--- src/hdl/rp_analog_macros.svh ---
// Widths and counts for the analog front end, included by the package and by RTL needing them
`ifndef RP_ANALOG_MACROS_SVH
`define RP_ANALOG_MACROS_SVH

////////////////////////////////////////
// Converter widths
////////////////////////////////////////

`define RP_ADC_W 16        // ADC sample, two's complement
`define RP_DAC_W 14        // DAC word, two's complement
`define RP_SUM_W 15        // ASG + PID sum, one guard bit

// Digital loop scaling, DAC word up to ADC range
`define RP_LOOP_SHIFT 2

////////////////////////////////////////
// Board level counts
////////////////////////////////////////

`define RP_EXP_W 8         // Pins per expansion side

// Core reset held this long after lock
`define RP_RST_CYCLES 64

`endif
--- src/hdl/rp_analog_pkg.sv ---
// Sample, channel pair and configuration types shared by every analog front-end module
`default_nettype none

`include "rp_analog_macros.svh"

package rp_analog_pkg;

  typedef logic signed [`RP_ADC_W-1:0] adc_sample_t;  // One ADC sample
  typedef logic signed [`RP_DAC_W-1:0] dac_word_t;    // One DAC word before coding
  typedef logic        [`RP_DAC_W-1:0] dac_code_t;    // Offset code, negative slope

  // Upper bits feed DAC loopback and PID
  typedef struct packed {
    logic [`RP_DAC_W-1:0]           msb;
    logic [`RP_ADC_W-`RP_DAC_W-1:0] lsb;  // Dropped by the 14 bit users
  } adc_split_t;

  // Same ADC word, full sample or split view
  typedef union packed {
    adc_sample_t sample;  // Scope and PID view
    adc_split_t  split;
  } adc_word_u;

  typedef struct packed { adc_word_u a; adc_word_u b; } adc_pair_t;
  typedef struct packed { dac_word_t a; dac_word_t b; } dac_pair_t;
  typedef struct packed { dac_code_t a; dac_code_t b; } code_pair_t;

  // Loop register layout, bit 1 then bit 0
  typedef struct packed {
    logic adc_to_dac;  // Raw ADC straight to DAC
    logic dac_to_adc;  // DAC words back as ADC samples
  } loop_cfg_t;

  // One connector side
  typedef struct packed {
    logic [`RP_EXP_W-1:0] dat;  // Output data
    logic [`RP_EXP_W-1:0] dir;  // 1 drives the pin
  } exp_side_t;

endpackage

`default_nettype wire

--- src/hdl/rp_analog_top.sv ---
// Board top for the analog path, ties reset sequencing, ADC and DAC stages and the expansion mux
`default_nettype none

`include "rp_analog_macros.svh"

module rp_analog_top (
  input  logic                      adc_clk,
  input  logic                      rst_i,
  input  logic                      pll_locked_i,
  input  rp_analog_pkg::adc_pair_t  adc_raw_i,     // Converter samples
  input  logic                      adc_raw_dv_i,
  input  rp_analog_pkg::dac_pair_t  asg_i,         // Generator words
  input  rp_analog_pkg::dac_pair_t  pid_i,         // Controller words
  input  rp_analog_pkg::loop_cfg_t  loop_i,
  input  rp_analog_pkg::exp_side_t  exp_p_ctrl_i,
  input  rp_analog_pkg::exp_side_t  exp_n_ctrl_i,
  input  logic [`RP_EXP_W-1:0]      exp_p_in_i,
  input  logic                      trig_asg_i,
  input  logic                      trig_scope_i,
  input  logic                      trig_sel_i,
  output logic                      core_rst_o,    // Also resets the stages below
  output rp_analog_pkg::adc_pair_t  adc_o,
  output logic                      adc_dv_o,
  output rp_analog_pkg::code_pair_t dac_o,
  output rp_analog_pkg::exp_side_t  exp_p_o,
  output rp_analog_pkg::exp_side_t  exp_n_o,
  output logic                      trig_ext_o
);

  import rp_analog_pkg::*;

  dac_pair_t sat_pair;  // Clamped ASG + PID

  lock_reset_gen i_lock_rst (
    .adc_clk      (adc_clk     ),
    .rst_i        (rst_i       ),
    .pll_locked_i (pll_locked_i),
    .core_rst_o   (core_rst_o  )
  );

  ////////////////////////////////////////
  // DAC sum, one per channel
  ////////////////////////////////////////

  dac_sum_sat i_sum_a (.asg_i (asg_i.a), .pid_i (pid_i.a), .sat_o (sat_pair.a));
  dac_sum_sat i_sum_b (.asg_i (asg_i.b), .pid_i (pid_i.b), .sat_o (sat_pair.b));

  adc_input_stage i_adc_in (
    .adc_clk      (adc_clk     ),
    .rst_i        (core_rst_o  ),
    .adc_raw_i    (adc_raw_i   ),
    .adc_raw_dv_i (adc_raw_dv_i),
    .sat_i        (sat_pair    ),  // Digital loop source
    .loop_i       (loop_i      ),
    .adc_o        (adc_o       ),
    .adc_dv_o     (adc_dv_o    )
  );

  dac_output_stage i_dac_out (
    .adc_clk   (adc_clk   ),
    .rst_i     (core_rst_o),
    .sat_i     (sat_pair  ),
    .adc_raw_i (adc_raw_i ),  // Loopback source
    .loop_i    (loop_i    ),
    .dac_o     (dac_o     )
  );

  exp_io_mux i_exp_mux (
    .exp_p_ctrl_i (exp_p_ctrl_i),
    .exp_n_ctrl_i (exp_n_ctrl_i),
    .exp_p_in_i   (exp_p_in_i  ),
    .trig_asg_i   (trig_asg_i  ),
    .trig_scope_i (trig_scope_i),
    .trig_sel_i   (trig_sel_i  ),
    .exp_p_o      (exp_p_o     ),
    .exp_n_o      (exp_n_o     ),
    .trig_ext_o   (trig_ext_o  )
  );

endmodule

`default_nettype wire

--- src/hdl/exp_io_mux.sv ---
// Expansion connector mux, puts the selected trigger on pin n[0] and reads the external trigger
`default_nettype none

`include "rp_analog_macros.svh"

module exp_io_mux (
  input  rp_analog_pkg::exp_side_t exp_p_ctrl_i,  // Housekeeping, p side
  input  rp_analog_pkg::exp_side_t exp_n_ctrl_i,  // Housekeeping, n side
  input  logic [`RP_EXP_W-1:0]     exp_p_in_i,    // P pins as read
  input  logic                     trig_asg_i,
  input  logic                     trig_scope_i,
  input  logic                     trig_sel_i,    // 1 picks ASG trigger
  output rp_analog_pkg::exp_side_t exp_p_o,
  output rp_analog_pkg::exp_side_t exp_n_o,
  output logic                     trig_ext_o
);

  localparam int EXP_W = `RP_EXP_W;

  // Pins taken over from housekeeping on n side
  localparam logic [EXP_W-1:0] N_ALT = EXP_W'(1);

  logic             trig_out;   // Trigger sent off board
  logic [EXP_W-1:0] n_alt_dat;  // Alternate data per pin

  ////////////////////////////////////////
  // Trigger out
  ////////////////////////////////////////

  assign trig_out  = trig_sel_i ? trig_asg_i : trig_scope_i;
  assign n_alt_dat = {{(EXP_W-1){1'b0}}, trig_out};

  // Per pin override, rest follows housekeeping
  always_comb begin
    exp_n_o.dat = (n_alt_dat & N_ALT) | (exp_n_ctrl_i.dat & ~N_ALT);
    exp_n_o.dir = N_ALT | (exp_n_ctrl_i.dir & ~N_ALT);  // Alternate pins always drive
  end

  // P side has no alternate function here
  assign exp_p_o = exp_p_ctrl_i;

  ////////////////////////////////////////
  // Trigger in
  ////////////////////////////////////////

  assign trig_ext_o = exp_p_in_i[0];  // External trigger on p[0]

endmodule

`default_nettype wire

--- src/hdl/dac_output_stage.sv ---
// DAC output register, codes both channels for the converter or loops the raw ADC word back
`default_nettype none

`include "rp_analog_macros.svh"

module dac_output_stage (
  input  logic                      adc_clk,
  input  logic                      rst_i,
  input  rp_analog_pkg::dac_pair_t  sat_i,      // Saturated two's complement
  input  rp_analog_pkg::adc_pair_t  adc_raw_i,  // Raw converter samples
  input  rp_analog_pkg::loop_cfg_t  loop_i,
  output rp_analog_pkg::code_pair_t dac_o       // To DAC pins
);

  import rp_analog_pkg::*;

  localparam int DAC_W = `RP_DAC_W;

  // Code for a zero word, hex 1FFF
  localparam dac_code_t ZERO_CODE = {1'b0, {(DAC_W-1){1'b1}}};

  code_pair_t code_nxt;

  // Sign kept, magnitude bits flipped for negative slope
  function automatic dac_code_t to_code(dac_word_t w);
    return {w[DAC_W-1], ~w[DAC_W-2:0]};
  endfunction

  ////////////////////////////////////////
  // Code select and register
  ////////////////////////////////////////

  always_comb begin
    if (loop_i.adc_to_dac) begin
      code_nxt.a = adc_raw_i.a.split.msb;  // No conversion on loopback
      code_nxt.b = adc_raw_i.b.split.msb;
    end else begin
      code_nxt.a = to_code(sat_i.a);
      code_nxt.b = to_code(sat_i.b);
    end
  end

  always_ff @(posedge adc_clk) begin
    if (rst_i) begin
      dac_o.a <= ZERO_CODE;  // Converter idles at midscale
      dac_o.b <= ZERO_CODE;
    end else begin
      dac_o <= code_nxt;
    end
  end

endmodule

`default_nettype wire

--- src/hdl/dac_sum_sat.sv ---
// Adds generator and controller words of one channel and clamps the sum to the DAC range
`default_nettype none

`include "rp_analog_macros.svh"

module dac_sum_sat (
  input  rp_analog_pkg::dac_word_t asg_i,  // Generator word
  input  rp_analog_pkg::dac_word_t pid_i,  // Controller word
  output rp_analog_pkg::dac_word_t sat_o   // Clamped sum
);

  import rp_analog_pkg::*;

  localparam int SUM_W = `RP_SUM_W;
  localparam int DAC_W = `RP_DAC_W;

  // Clamp limits
  localparam dac_word_t SAT_MAX = {1'b0, {(DAC_W-1){1'b1}}};  // +8191
  localparam dac_word_t SAT_MIN = {1'b1, {(DAC_W-1){1'b0}}};  // -8192

  logic signed [SUM_W-1:0] sum;
  logic                    ovf;   // Sum outside DAC range

  ////////////////////////////////////////
  // Sum and clamp
  ////////////////////////////////////////

  assign sum = SUM_W'(asg_i) + SUM_W'(pid_i);  // Sign extended add

  // Guard bit and DAC sign disagree
  assign ovf = sum[SUM_W-1] ^ sum[SUM_W-2];

  always_comb begin
    if (ovf) begin
      sat_o = sum[SUM_W-1] ? SAT_MIN : SAT_MAX;  // Direction from true sign
    end else begin
      sat_o = sum[DAC_W-1:0];
    end
  end

endmodule

`default_nettype wire

--- src/hdl/adc_input_stage.sv ---
// ADC input register for both channels, picks the raw converter data or the digital DAC loop
`default_nettype none

`include "rp_analog_macros.svh"

module adc_input_stage (
  input  logic                     adc_clk,
  input  logic                     rst_i,
  input  rp_analog_pkg::adc_pair_t adc_raw_i,     // From converter
  input  logic                     adc_raw_dv_i,
  input  rp_analog_pkg::dac_pair_t sat_i,         // Saturated DAC words
  input  rp_analog_pkg::loop_cfg_t loop_i,
  output rp_analog_pkg::adc_pair_t adc_o,         // To scope and PID
  output logic                     adc_dv_o
);

  import rp_analog_pkg::*;

  adc_pair_t loop_pair;  // DAC words scaled to ADC range

  // 14 bit word lands in top of 16 bit sample
  always_comb begin
    loop_pair.a.sample = adc_sample_t'(sat_i.a) <<< `RP_LOOP_SHIFT;
    loop_pair.b.sample = adc_sample_t'(sat_i.b) <<< `RP_LOOP_SHIFT;
  end

  ////////////////////////////////////////
  // Sample register
  ////////////////////////////////////////

  always_ff @(posedge adc_clk) begin
    if (rst_i) begin
      adc_o    <= '0;
      adc_dv_o <= 1'b0;
    end else if (loop_i.dac_to_adc) begin
      adc_o    <= loop_pair;
      adc_dv_o <= 1'b1;             // Loop data valid every cycle
    end else begin
      adc_o    <= adc_raw_i;
      adc_dv_o <= adc_raw_dv_i;
    end
  end

endmodule

`default_nettype wire

--- src/hdl/lock_reset_gen.sv ---
// Core reset generator, holds reset until the sampling clock is locked and then for a fixed count
`default_nettype none

`include "rp_analog_macros.svh"

module lock_reset_gen (
  input  logic adc_clk,
  input  logic rst_i,
  input  logic pll_locked_i,  // Lock level, asynchronous
  output logic core_rst_o     // Reset for the rest of the core
);

  localparam int RST_CYCLES = `RP_RST_CYCLES;
  localparam int CNT_W      = $clog2(RST_CYCLES);
  // Load one short, the output flop adds the last cycle
  localparam logic [CNT_W-1:0] CNT_LOAD = CNT_W'(RST_CYCLES - 1);

  logic             lock_s1;    // First sync stage
  logic             lock_s2;    // Synchronized lock
  logic             lock_d;     // Delayed copy
  logic             lock_rise;
  logic [CNT_W-1:0] rst_cnt;    // Cycles left after lock

  ////////////////////////////////////////
  // Lock synchronizer
  ////////////////////////////////////////

  always_ff @(posedge adc_clk) begin
    if (rst_i) begin
      lock_s1 <= 1'b0;
      lock_s2 <= 1'b0;
      lock_d  <= 1'b0;
    end else begin
      lock_s1 <= pll_locked_i;
      lock_s2 <= lock_s1;
      lock_d  <= lock_s2;
    end
  end

  assign lock_rise = lock_s2 & ~lock_d;  // Seen on third edge

  ////////////////////////////////////////
  // Post-lock counter
  ////////////////////////////////////////

  always_ff @(posedge adc_clk) begin
    if (rst_i || !lock_s2) begin
      rst_cnt <= '0;                     // Lost lock restarts sequence
    end else if (lock_rise) begin
      rst_cnt <= CNT_LOAD;
    end else if (rst_cnt != '0) begin
      rst_cnt <= rst_cnt - CNT_W'(1);
    end
  end

  // Registered so the core sees a clean level
  always_ff @(posedge adc_clk) begin
    core_rst_o <= rst_i | ~lock_s2 | lock_rise | (rst_cnt != '0);
  end

endmodule

`default_nettype wire

--- config.mk ---
export PLATFORM = sky130hd
export DESIGN_NAME = rp_analog_top
export DESIGN_NICKNAME = d
export VERILOG_FILES = /design/src/hdl/rp_analog_pkg.sv /design/src/hdl/rp_analog_top.sv /design/src/hdl/exp_io_mux.sv /design/src/hdl/dac_output_stage.sv /design/src/hdl/dac_sum_sat.sv /design/src/hdl/adc_input_stage.sv /design/src/hdl/lock_reset_gen.sv
export VERILOG_INCLUDE_DIRS = /design/src /design/src/hdl
export SDC_FILE = /design/constraint.sdc
export NUM_CORES = 1
export LEC_CHECK = 0
export BUFFER_PORTS_ARGS = -buffer_cell sky130_fd_sc_hd__buf_2
export CAP_MARGIN = 10
export CORE_AREA = 2 2 103 129
export DETAILED_ROUTE_END_ITERATION = 16
export DIE_AREA = 0 0 105 131
export SYNTH_ARGS = -nofsm -noshare
export SYNTH_HDL_FRONTEND = slang
export SYNTH_SLANG_ARGS = --single-unit
export TNS_END_PERCENT = 50
--- constraint.sdc ---
create_clock -name adc_clk -period 9.5 [get_ports adc_clk]
set_input_delay 0.475 -clock adc_clk [delete_from_list [all_inputs] [get_ports adc_clk]]
set_output_delay 0.475 -clock adc_clk [all_outputs]
set_load 0.1 [all_outputs]
==> impl_metrics.toml, run 1 <==
[timing]
fin_ws_ps = 5290
setup_tns_ps = 0
rsz0062_at_grt = "no"
slew_violations = 0
fin_crit_sh = 0.444
period_needed_ps = 4210
max_slew_margin = 0.280
worst_slew_pin_slew_ps = 1080
fmax_ghz = 0.237
setup_violations = 0
finalHoldWorstSlack_ps = 324
fin_skew_ps = 7.30
finalHoldViolCount = 0

[place]
io_buffers = 159
pre_cts_ws_ps = 4980
place.gp.congestion = 0.897
dpl_cell_area_sq_um = 4940
dp_hpwl_mm = 9.63

[synthesis]
netlist_instances = 505
synth_edf_count = 0
ys_seq_area_frac = 0.331
ys_warn_count = 0
yosys.area.top_type = "dfxtp_1"
ys_types = 58
synth-main-ff-cell = "dfxtp_1"
synth_seq_cells = 71
synth-async-reset-ratio = 0
synth_area_leaders = "dfxtp_1, ha_1, nor2_1"
synth_top_area_frac = 0.331
synth_area_sq_um = 4300
synth_common_cells = "nor2_1, dfxtp_1, a21oi_1"
yosysMostFrequentCell = "nor2_1"
syn_nets = 675
avgSynthCellArea_sq_um = 8.52

[route]
first_iter_violations = 116
routed_wl_mm = 12.6
drc = 0
avgViaCountPerCell = 5.05
drtPass1Iterations = 7
drtAntennaViolNets = 0
num_vias = 3997
wl_per_cell_um = 15.9

[clocking]
cts_made_buffers = 9
htreeDepth = 3
clk_latency_ps = 330
clk_pin_slew_ps = 60
root_buffer = "clkbuf_16"
cts_setup_buffers = 0
cts_hold_buffers = 0
cts_tree = "done"
cts-resized-gates = 0
cts.sinks = 71
clockBufferDepth = 2

[grt]
grt_max_degree = 44
grt_pass1_wl_mm = 19.2
overflow = 0
grt_pass1_vias = 3846
track_usage = 0.178
antenna_found_initial = 1

[final_layout]
ff_latch_area_sq_um = 1420
multiInputGateArea_sq_um = 2440
diodes = 0
final_cell_area_sq_um = 5270
area_growth_pct = 22.5
drive_gt1_frac = 0.310
nNetsFinal = 788
nFillCells = 1285

[flow_run]
maxCapViolations = 0

[worst_setup_path]
path_class = "primary input to flop"
arrival_ps = 4390
crit_fanout = 22
crit_required_ps = 9680
start_kind = "primary input"
r2r_start = "i_lock_rst.core_rst_o"
critPathCaptureType = "flop"
crit_start = "asg_i[0]"

[power_and_ir_drop]
leakage_nw = 2.45
ir_worst_vdd_v = 0.0000646
powerDensity_nw_per_um2 = 176
power_uw = 929

[floorplanning]
row_count = 46
die-area_sq_um = 13800
initial_utilization = 0.343
die_x_um = 105
fp.dieH_um = 131
core_region_area_sq_um = 12500
io_pins = 232

[min_path]
holdCritPathClass = "primary input to flop"
worstHoldStart = "rst_i"

[outcome]
status = "finished clean"
## where the power goes
group	internal, mW	total [mW]	switching, mW
clock network	0.237	0.364	0.127
logic	0.0814	0.258	0.176
registers	0.305	0.308	0.00286
## per-layer routing
layer,share of wire,track usage,vias to the layer above,wire length (um)
met5,0,0,-,0
met3,0.057,0.0481,40,718
met4,0.035,0.0824,0,435
met1,0.38,0.189,1831,4820
li1,-,-,1993,-
met2,0.52,0.329,133,6590
## logic make-up (layout without fill, tap and decap cells)
family                     after synthesis  in the layout  synth area share
xor gates and xnor gates                18             18            0.0367
DFF                                     71             71             0.331
muxes                                    5              5            0.0151
adders and majority gates               33             33            0.0995
buffers and inverters                   76            194             0.102
AOI/OAI and AO/OA                      149            149             0.246
and+or+nand+nor                        152            152             0.169
other                                    1              1          0.000872
## sequential cells by signal, indices dropped and copies added, names as in the netlist
signal and flops:
i_adc_in.adc_dv_o 1, i_adc_in.adc_o 32, i_dac_out.dac_o 28, i_lock_rst.core_rst_o 1, i_lock_rst.lock_d 1, i_lock_rst.lock_s1 1
i_lock_rst.lock_s2 1, i_lock_rst.rst_cnt 6
## through the flow
| step | utilization | std cells |
|---|---|---|
| 2_1_floorplan | - | 505 |
| 3_3_place_gp | 0.394 | 775 |
| 3_5_place_dp | 0.394 | 775 |
| 4_1_cts | 0.420 | 791 |
| 5_1_grt | 0.420 | 791 |
| 6_report | 0.420 | 791 |
## final cells by class
type,instances,area share
inverter,18,0.0128
sequential,71,0.270
timing repair buffer,160,0.153
multi-input combinational,358,0.463
clock buffer,11,0.0461
tap,168,0.0399
clock inverter,5,0.0154
## placed cells by master, fill, tap and decap left out, types with 12 or more instances in the layout
cell type    n
ha_1        31
buf_2      159
inv_1       18
nor2_1      72
a21oi_1     38
dfxtp_1     70
o21ai_0     21
a211oi_1    21
o31a_1      12
nand2_1     21
o31ai_1     13
## critical path, stage by stage
cell,delay [ps]
buf_2,80
ha_1,160
inv_1,60
fa_1,370
nor2b_1,160
o21ai_0,120
a21oi_1,320
nor3_1,80
o21ai_0,440
a21o_1,190
nand2_1,70
ha_1,640
nand2_1,190
nor2_1,170
o21a_1,670
o21ai_0,200
## path summary, 6_finish.rpt
path / endpoint / slack [ps] / cells past startpoint
max: i_dac_out.dac_o[10] / 5290 / 16
min: i_lock_rst.lock_s2 / 320 / 2
max reg2reg: i_adc_in.adc_o[17] / 7970 / 3
min reg2reg: i_lock_rst.lock_s2 / 440 / 1
Note: power is estimated with default switching activity, not from simulation.
==> run 2, diff against run 1 <==
- clock period: 9.5 -> 4.3 ns (I/O delays scaled with it)
==> impl_metrics.toml, run 2 (synthesized netlist as in run 1, its figures left out) <==
[outcome]
status = "finished clean"

[timing]
fin_crit_sh = 0.818
setup_tns_ps = 0
period_needed_ps = 3520
worst_slew_pin_slew_ps = 1140
rsz0062_at_grt = "no"
setup_violations = 0
max_slew_margin = 0.237
slew_violations = 0
fin_skew_ps = 7.25
fmax_ghz = 0.284
finalHoldViolCount = 0

[worst_setup_path]
r2r_cells = 2
crit_required_ps = 4500
r2r_start = "i_lock_rst.core_rst_o"
critPathCaptureType = "flop"
path_class = "primary input to flop"
start_kind = "primary input"
critPathBufInv = 3
crit_fanout = 22
r2r-end = "i_adc_in.adc_o[17]"
path_delay_family = "compound AO/OA/AOI/OAI gates"
reg2reg_slack_ps = 2710
arrival_ps = 3720
path_cells = "buf_2 -> ha_1 -> inv_1 -> fa_1 -> nor2b_1 -> o21ai_0 -> a21oi_1 -> nor3_1 -> o21ai_0 -> a21o_1 -> nand2_1 -> ha_1 -> nand2_1 -> nor2_1 -> o21a_1 -> buf_4 -> o21ai_0"
max_stage_delay_ps = 630
worst_path_max_delay_cell = "ha_1"
crit_top_cell = "o21ai_0"

[clocking]
cts-resized-gates = 0
cts_setup_buffers = 0
clk_pin_slew_ps = 50
root_buffer = "clkbuf_16"
cts_hold_buffers = 0
clockBufferDepth = 2
htreeDepth = 3
cts_made_buffers = 9
cts_tree = "done"
cts.sinks = 71
clk_latency_ps = 330

[route]
routed_wl_mm = 12.7
num_vias = 4027
drtPass1Iterations = 4
first_iter_violations = 131
drc = 0
avgViaCountPerCell = 5.08
wl_per_cell_um = 16.0
drtAntennaViolNets = 0

[final_layout]
top_regs = "i_adc_in.adc_o x32, i_dac_out.dac_o x28, i_lock_rst.rst_cnt x6"
drive_gt1_frac = 0.314
largest_reg_flops = 32
largest_register = "i_adc_in.adc_o"
diodes = 0
area_growth_pct = 22.5
nFillCells = 1322
nNetsFinal = 790
ff_latch_area_sq_um = 1420
multiInputGateArea_sq_um = 2440
instances_no_fill = 793
layout_common_cells = "buf_2, nor2_1, dfxtp_1"
mostFrequentLayoutCell = "buf_2"

[min_path]
min_delay_path_depth = 2
holdCritPathClass = "primary input to flop"
worstHoldStart = "rst_i"
holdPathEnd = "i_lock_rst.lock_s1"

[grt]
grt_pass1_wl_mm = 19.5
track_usage = 0.181
grt_max_degree = 60
grt_pass1_vias = 3869
antenna_found_initial = 1
overflow = 0

[power_and_ir_drop]
ir_worst_vdd_v = 0.000204
powerDensity_nw_per_um2 = 382
leakage_nw = 2.46

[floorplanning]
core_region_area_sq_um = 12500
initial_utilization = 0.343
die-area_sq_um = 13800
fp.dieH_um = 131
row_count = 46
die_x_um = 105
io_pins = 232

[place]
placed_cells = 777
dp_hpwl_mm = 9.65
io_buffers = 159
place.gp.congestion = 0.893

[flow_run]
maxCapViolations = 0
==> run 2: metal layers <==
metal  global-route usage  vias to the layer above  wire length (um)
li1                     -                     1997                 -
met5                    0                        -                 0
met4                0.109                        0               644
met1                0.195                     1824              4850
met3               0.0397                       55               802
met2                0.325                      151              6360
==> run 2: where the power goes <==
group | internal [mW] | switching, mW
logic | 0.185 | 0.388
registers | 0.674 | 0.00873
clock network | 0.479 | 0.279
==> run 2: worst register-to-register path: stages (launching register included) <==
cell and delay, ps:
dfxtp_2 1080, nor2_1 190, and2_1 220
==> run 2: metrics by stage <==
step / setup WS (ps) / util / hold slack, ps / cell area, sq um / total power, mW
after global placement: 537 / 0.395 / 404 / 4960 / 1.26
after CTS: 761 / 0.420 / 58.9 / 5270 / 2.04
final: 781 / 0.420 / 68.0 / 5270 / 2.01
after global routing: 331 / 0.420 / 69.8 / 5270 / 2.12
after detailed placement: 440 / 0.395 / 409 / 4960 / 1.27
after floorplan: 1180 / - / 287 / 4300 / 1.26
==> run 2: how the worst max path moves through the flow <==
stage          startpoint                  end  cells past startpoint
6_report         asg_i[0]  i_dac_out.dac_o[10]                     17
5_1_grt          asg_i[0]  i_dac_out.dac_o[10]                     17
4_1_cts          asg_i[0]  i_dac_out.dac_o[10]                     17
3_5_place_dp     asg_i[0]  i_dac_out.dac_o[10]                     17
3_3_place_gp     asg_i[0]   i_dac_out.dac_o[7]                     17
2_1_floorplan    asg_i[0]  i_dac_out.dac_o[10]                     17
==> run 2: final cells by class <==
cell class                 instances  area share
inverter                          18      0.0128
multi-input combinational        358       0.463
sequential                        71       0.270
tap                              168      0.0399
clock buffer                      11      0.0480
clock inverter                     5      0.0107
timing repair buffer             162       0.155
==> run 3, diff against run 2 <==
- clock period: 4.3 -> 3.7 ns (I/O delays scaled with it)
==> impl_metrics.toml, run 3 (synthesized netlist as in run 1, its figures left out) <==
[place]
place.gp.congestion = 0.929
dp_hpwl_mm = 10.0
io_buffers = 159
dpl_cell_area_sq_um = 4990
pre_cts_ws_ps = 386

[final_layout]
nFillCells = 1333
layout_common_cells = "buf_2, nor2_1, dfxtp_1"
largest_register = "i_adc_in.adc_o"
diodes = 0
final_cell_area_sq_um = 5290
top_regs = "i_adc_in.adc_o x32, i_dac_out.dac_o x28, i_lock_rst.rst_cnt x6"
drive_gt1_frac = 0.319
largest_reg_flops = 32
mostFrequentLayoutCell = "buf_2"
nNetsFinal = 795
area_growth_pct = 23.0

[worst_setup_path]
path_cells = "buf_2 -> ha_1 -> inv_1 -> fa_1 -> nor2b_1 -> o21ai_0 -> a21oi_1 -> nor3_1 -> o21ai_0 -> a21o_1 -> nand2_1 -> ha_1 -> buf_4 -> nor3_1 -> mux2i_1 -> and3_1 -> a211oi_1"
reg2reg_slack_ps = 2150
crit_fanout = 12
critPathCaptureType = "flop"
arrival_ps = 3220
path_delay_family = "compound AO/OA/AOI/OAI gates"
worst_path_max_delay_cell = "fa_1"
path_class = "primary input to flop"
critPathBufInv = 3
crit_required_ps = 3940
max_stage_delay_ps = 400
start_kind = "primary input"

[timing]
finalHoldViolCount = 0
period_needed_ps = 2980
max_slew_margin = 0.295
setup_tns_ps = 0
worst_slew_pin_slew_ps = 1050
rsz0062_at_grt = "no"
slew_violations = 0
fin_ws_ps = 722
fin_crit_sh = 0.805
fmax_ghz = 0.336
setup_violations = 0
fin_skew_ps = 4.42

[grt]
track_usage = 0.185
antenna_found_initial = 0
grt_pass1_wl_mm = 19.9
overflow = 0
grt_max_degree = 43
grt_pass1_vias = 3984

[clocking]
clockBufferDepth = 2
clk_pin_slew_ps = 60
clk_latency_ps = 330
htreeDepth = 3
cts_made_buffers = 9
cts-resized-gates = 0
cts_tree = "done"
cts_setup_buffers = 0
root_buffer = "clkbuf_16"
cts_hold_buffers = 0
cts.sinks = 71

[power_and_ir_drop]
leakage_nw = 2.46
power_frac_comb = 0.294
p_seq_frac = 0.343
clockPowerShare = 0.362
internal_power_mw = 1.50
power_mw = 2.30
switchingPower_uw = 805
powerDensity_nw_per_um2 = 436
ir_worst_vdd_v = 0.000163
swShare = 0.349

[route]
avgViaCountPerCell = 5.12
num_vias = 4085
wl_per_cell_um = 16.2
first_iter_violations = 206
drtPass1Iterations = 4
drtAntennaViolNets = 0
drc = 0
routed_wl_mm = 12.9

[min_path]
holdCritPathClass = "primary input to flop"

[floorplanning]
core_region_area_sq_um = 12500
initial_utilization = 0.343
die-area_sq_um = 13800
die_x_um = 105
row_count = 46
fp.dieH_um = 131
io_pins = 232

[outcome]
status = "finished clean"

[flow_run]
maxCapViolations = 0
[run 3: worst paths after layout]
path | from | end | cells past startpoint
min | rst_i | i_lock_rst.lock_s2 | 2
min reg2reg | i_lock_rst.lock_s1 | i_lock_rst.lock_s2 | 1
max | asg_i[0] | i_adc_in.adc_o[12] | 17
max reg2reg | i_lock_rst.core_rst_o | i_dac_out.dac_o[24] | 3
[run 3: routing by layer]
| metal | track usage | part of all wire | routed length [um] |
|---|---|---|---|
| met5 | 0 | 0 | 0 |
| met4 | 0.0988 | 0.044 | 567 |
| met3 | 0.0491 | 0.068 | 877 |
| met2 | 0.342 | 0.51 | 6560 |
| met1 | 0.194 | 0.38 | 4890 |
[run 3: area by class of cell]
| cell class | instances | area, sq um | area share |
|---|---|---|---|
| Tap cell | 168 | 210 | 0.0398 |
| Inverter | 18 | 67.6 | 0.0128 |
| Multi-Input combinational cell | 358 | 2440 | 0.461 |
| Clock inverter | 5 | 40.0 | 0.00757 |
| Sequential cell | 71 | 1420 | 0.269 |
| Timing Repair Buffer | 167 | 856 | 0.162 |
| Clock buffer | 11 | 253 | 0.0478 |
[run 3: power groups by stage]
| stage | clock (mW) | combinational (mW) | sequential (mW) |
|---|---|---|---|
| 2_1_floorplan | 0 | 0.544 | 0.920 |
| 3_3_place_gp | 0 | 0.669 | 0.808 |
| 5_1_grt | 0.890 | 0.741 | 0.793 |
| 3_5_place_dp | 0 | 0.677 | 0.808 |
| 6_report | 0.835 | 0.678 | 0.791 |
| 4_1_cts | 0.855 | 0.680 | 0.791 |
[run 3: stage by stage]
stage               utilization  instances  hold WS (ps)
floorplan                     -        505           257
global placement          0.398        782           371
detailed placement        0.398        782           371
CTS                       0.421        798          21.8
global route              0.421        798          30.1
finish                    0.421        798          27.6
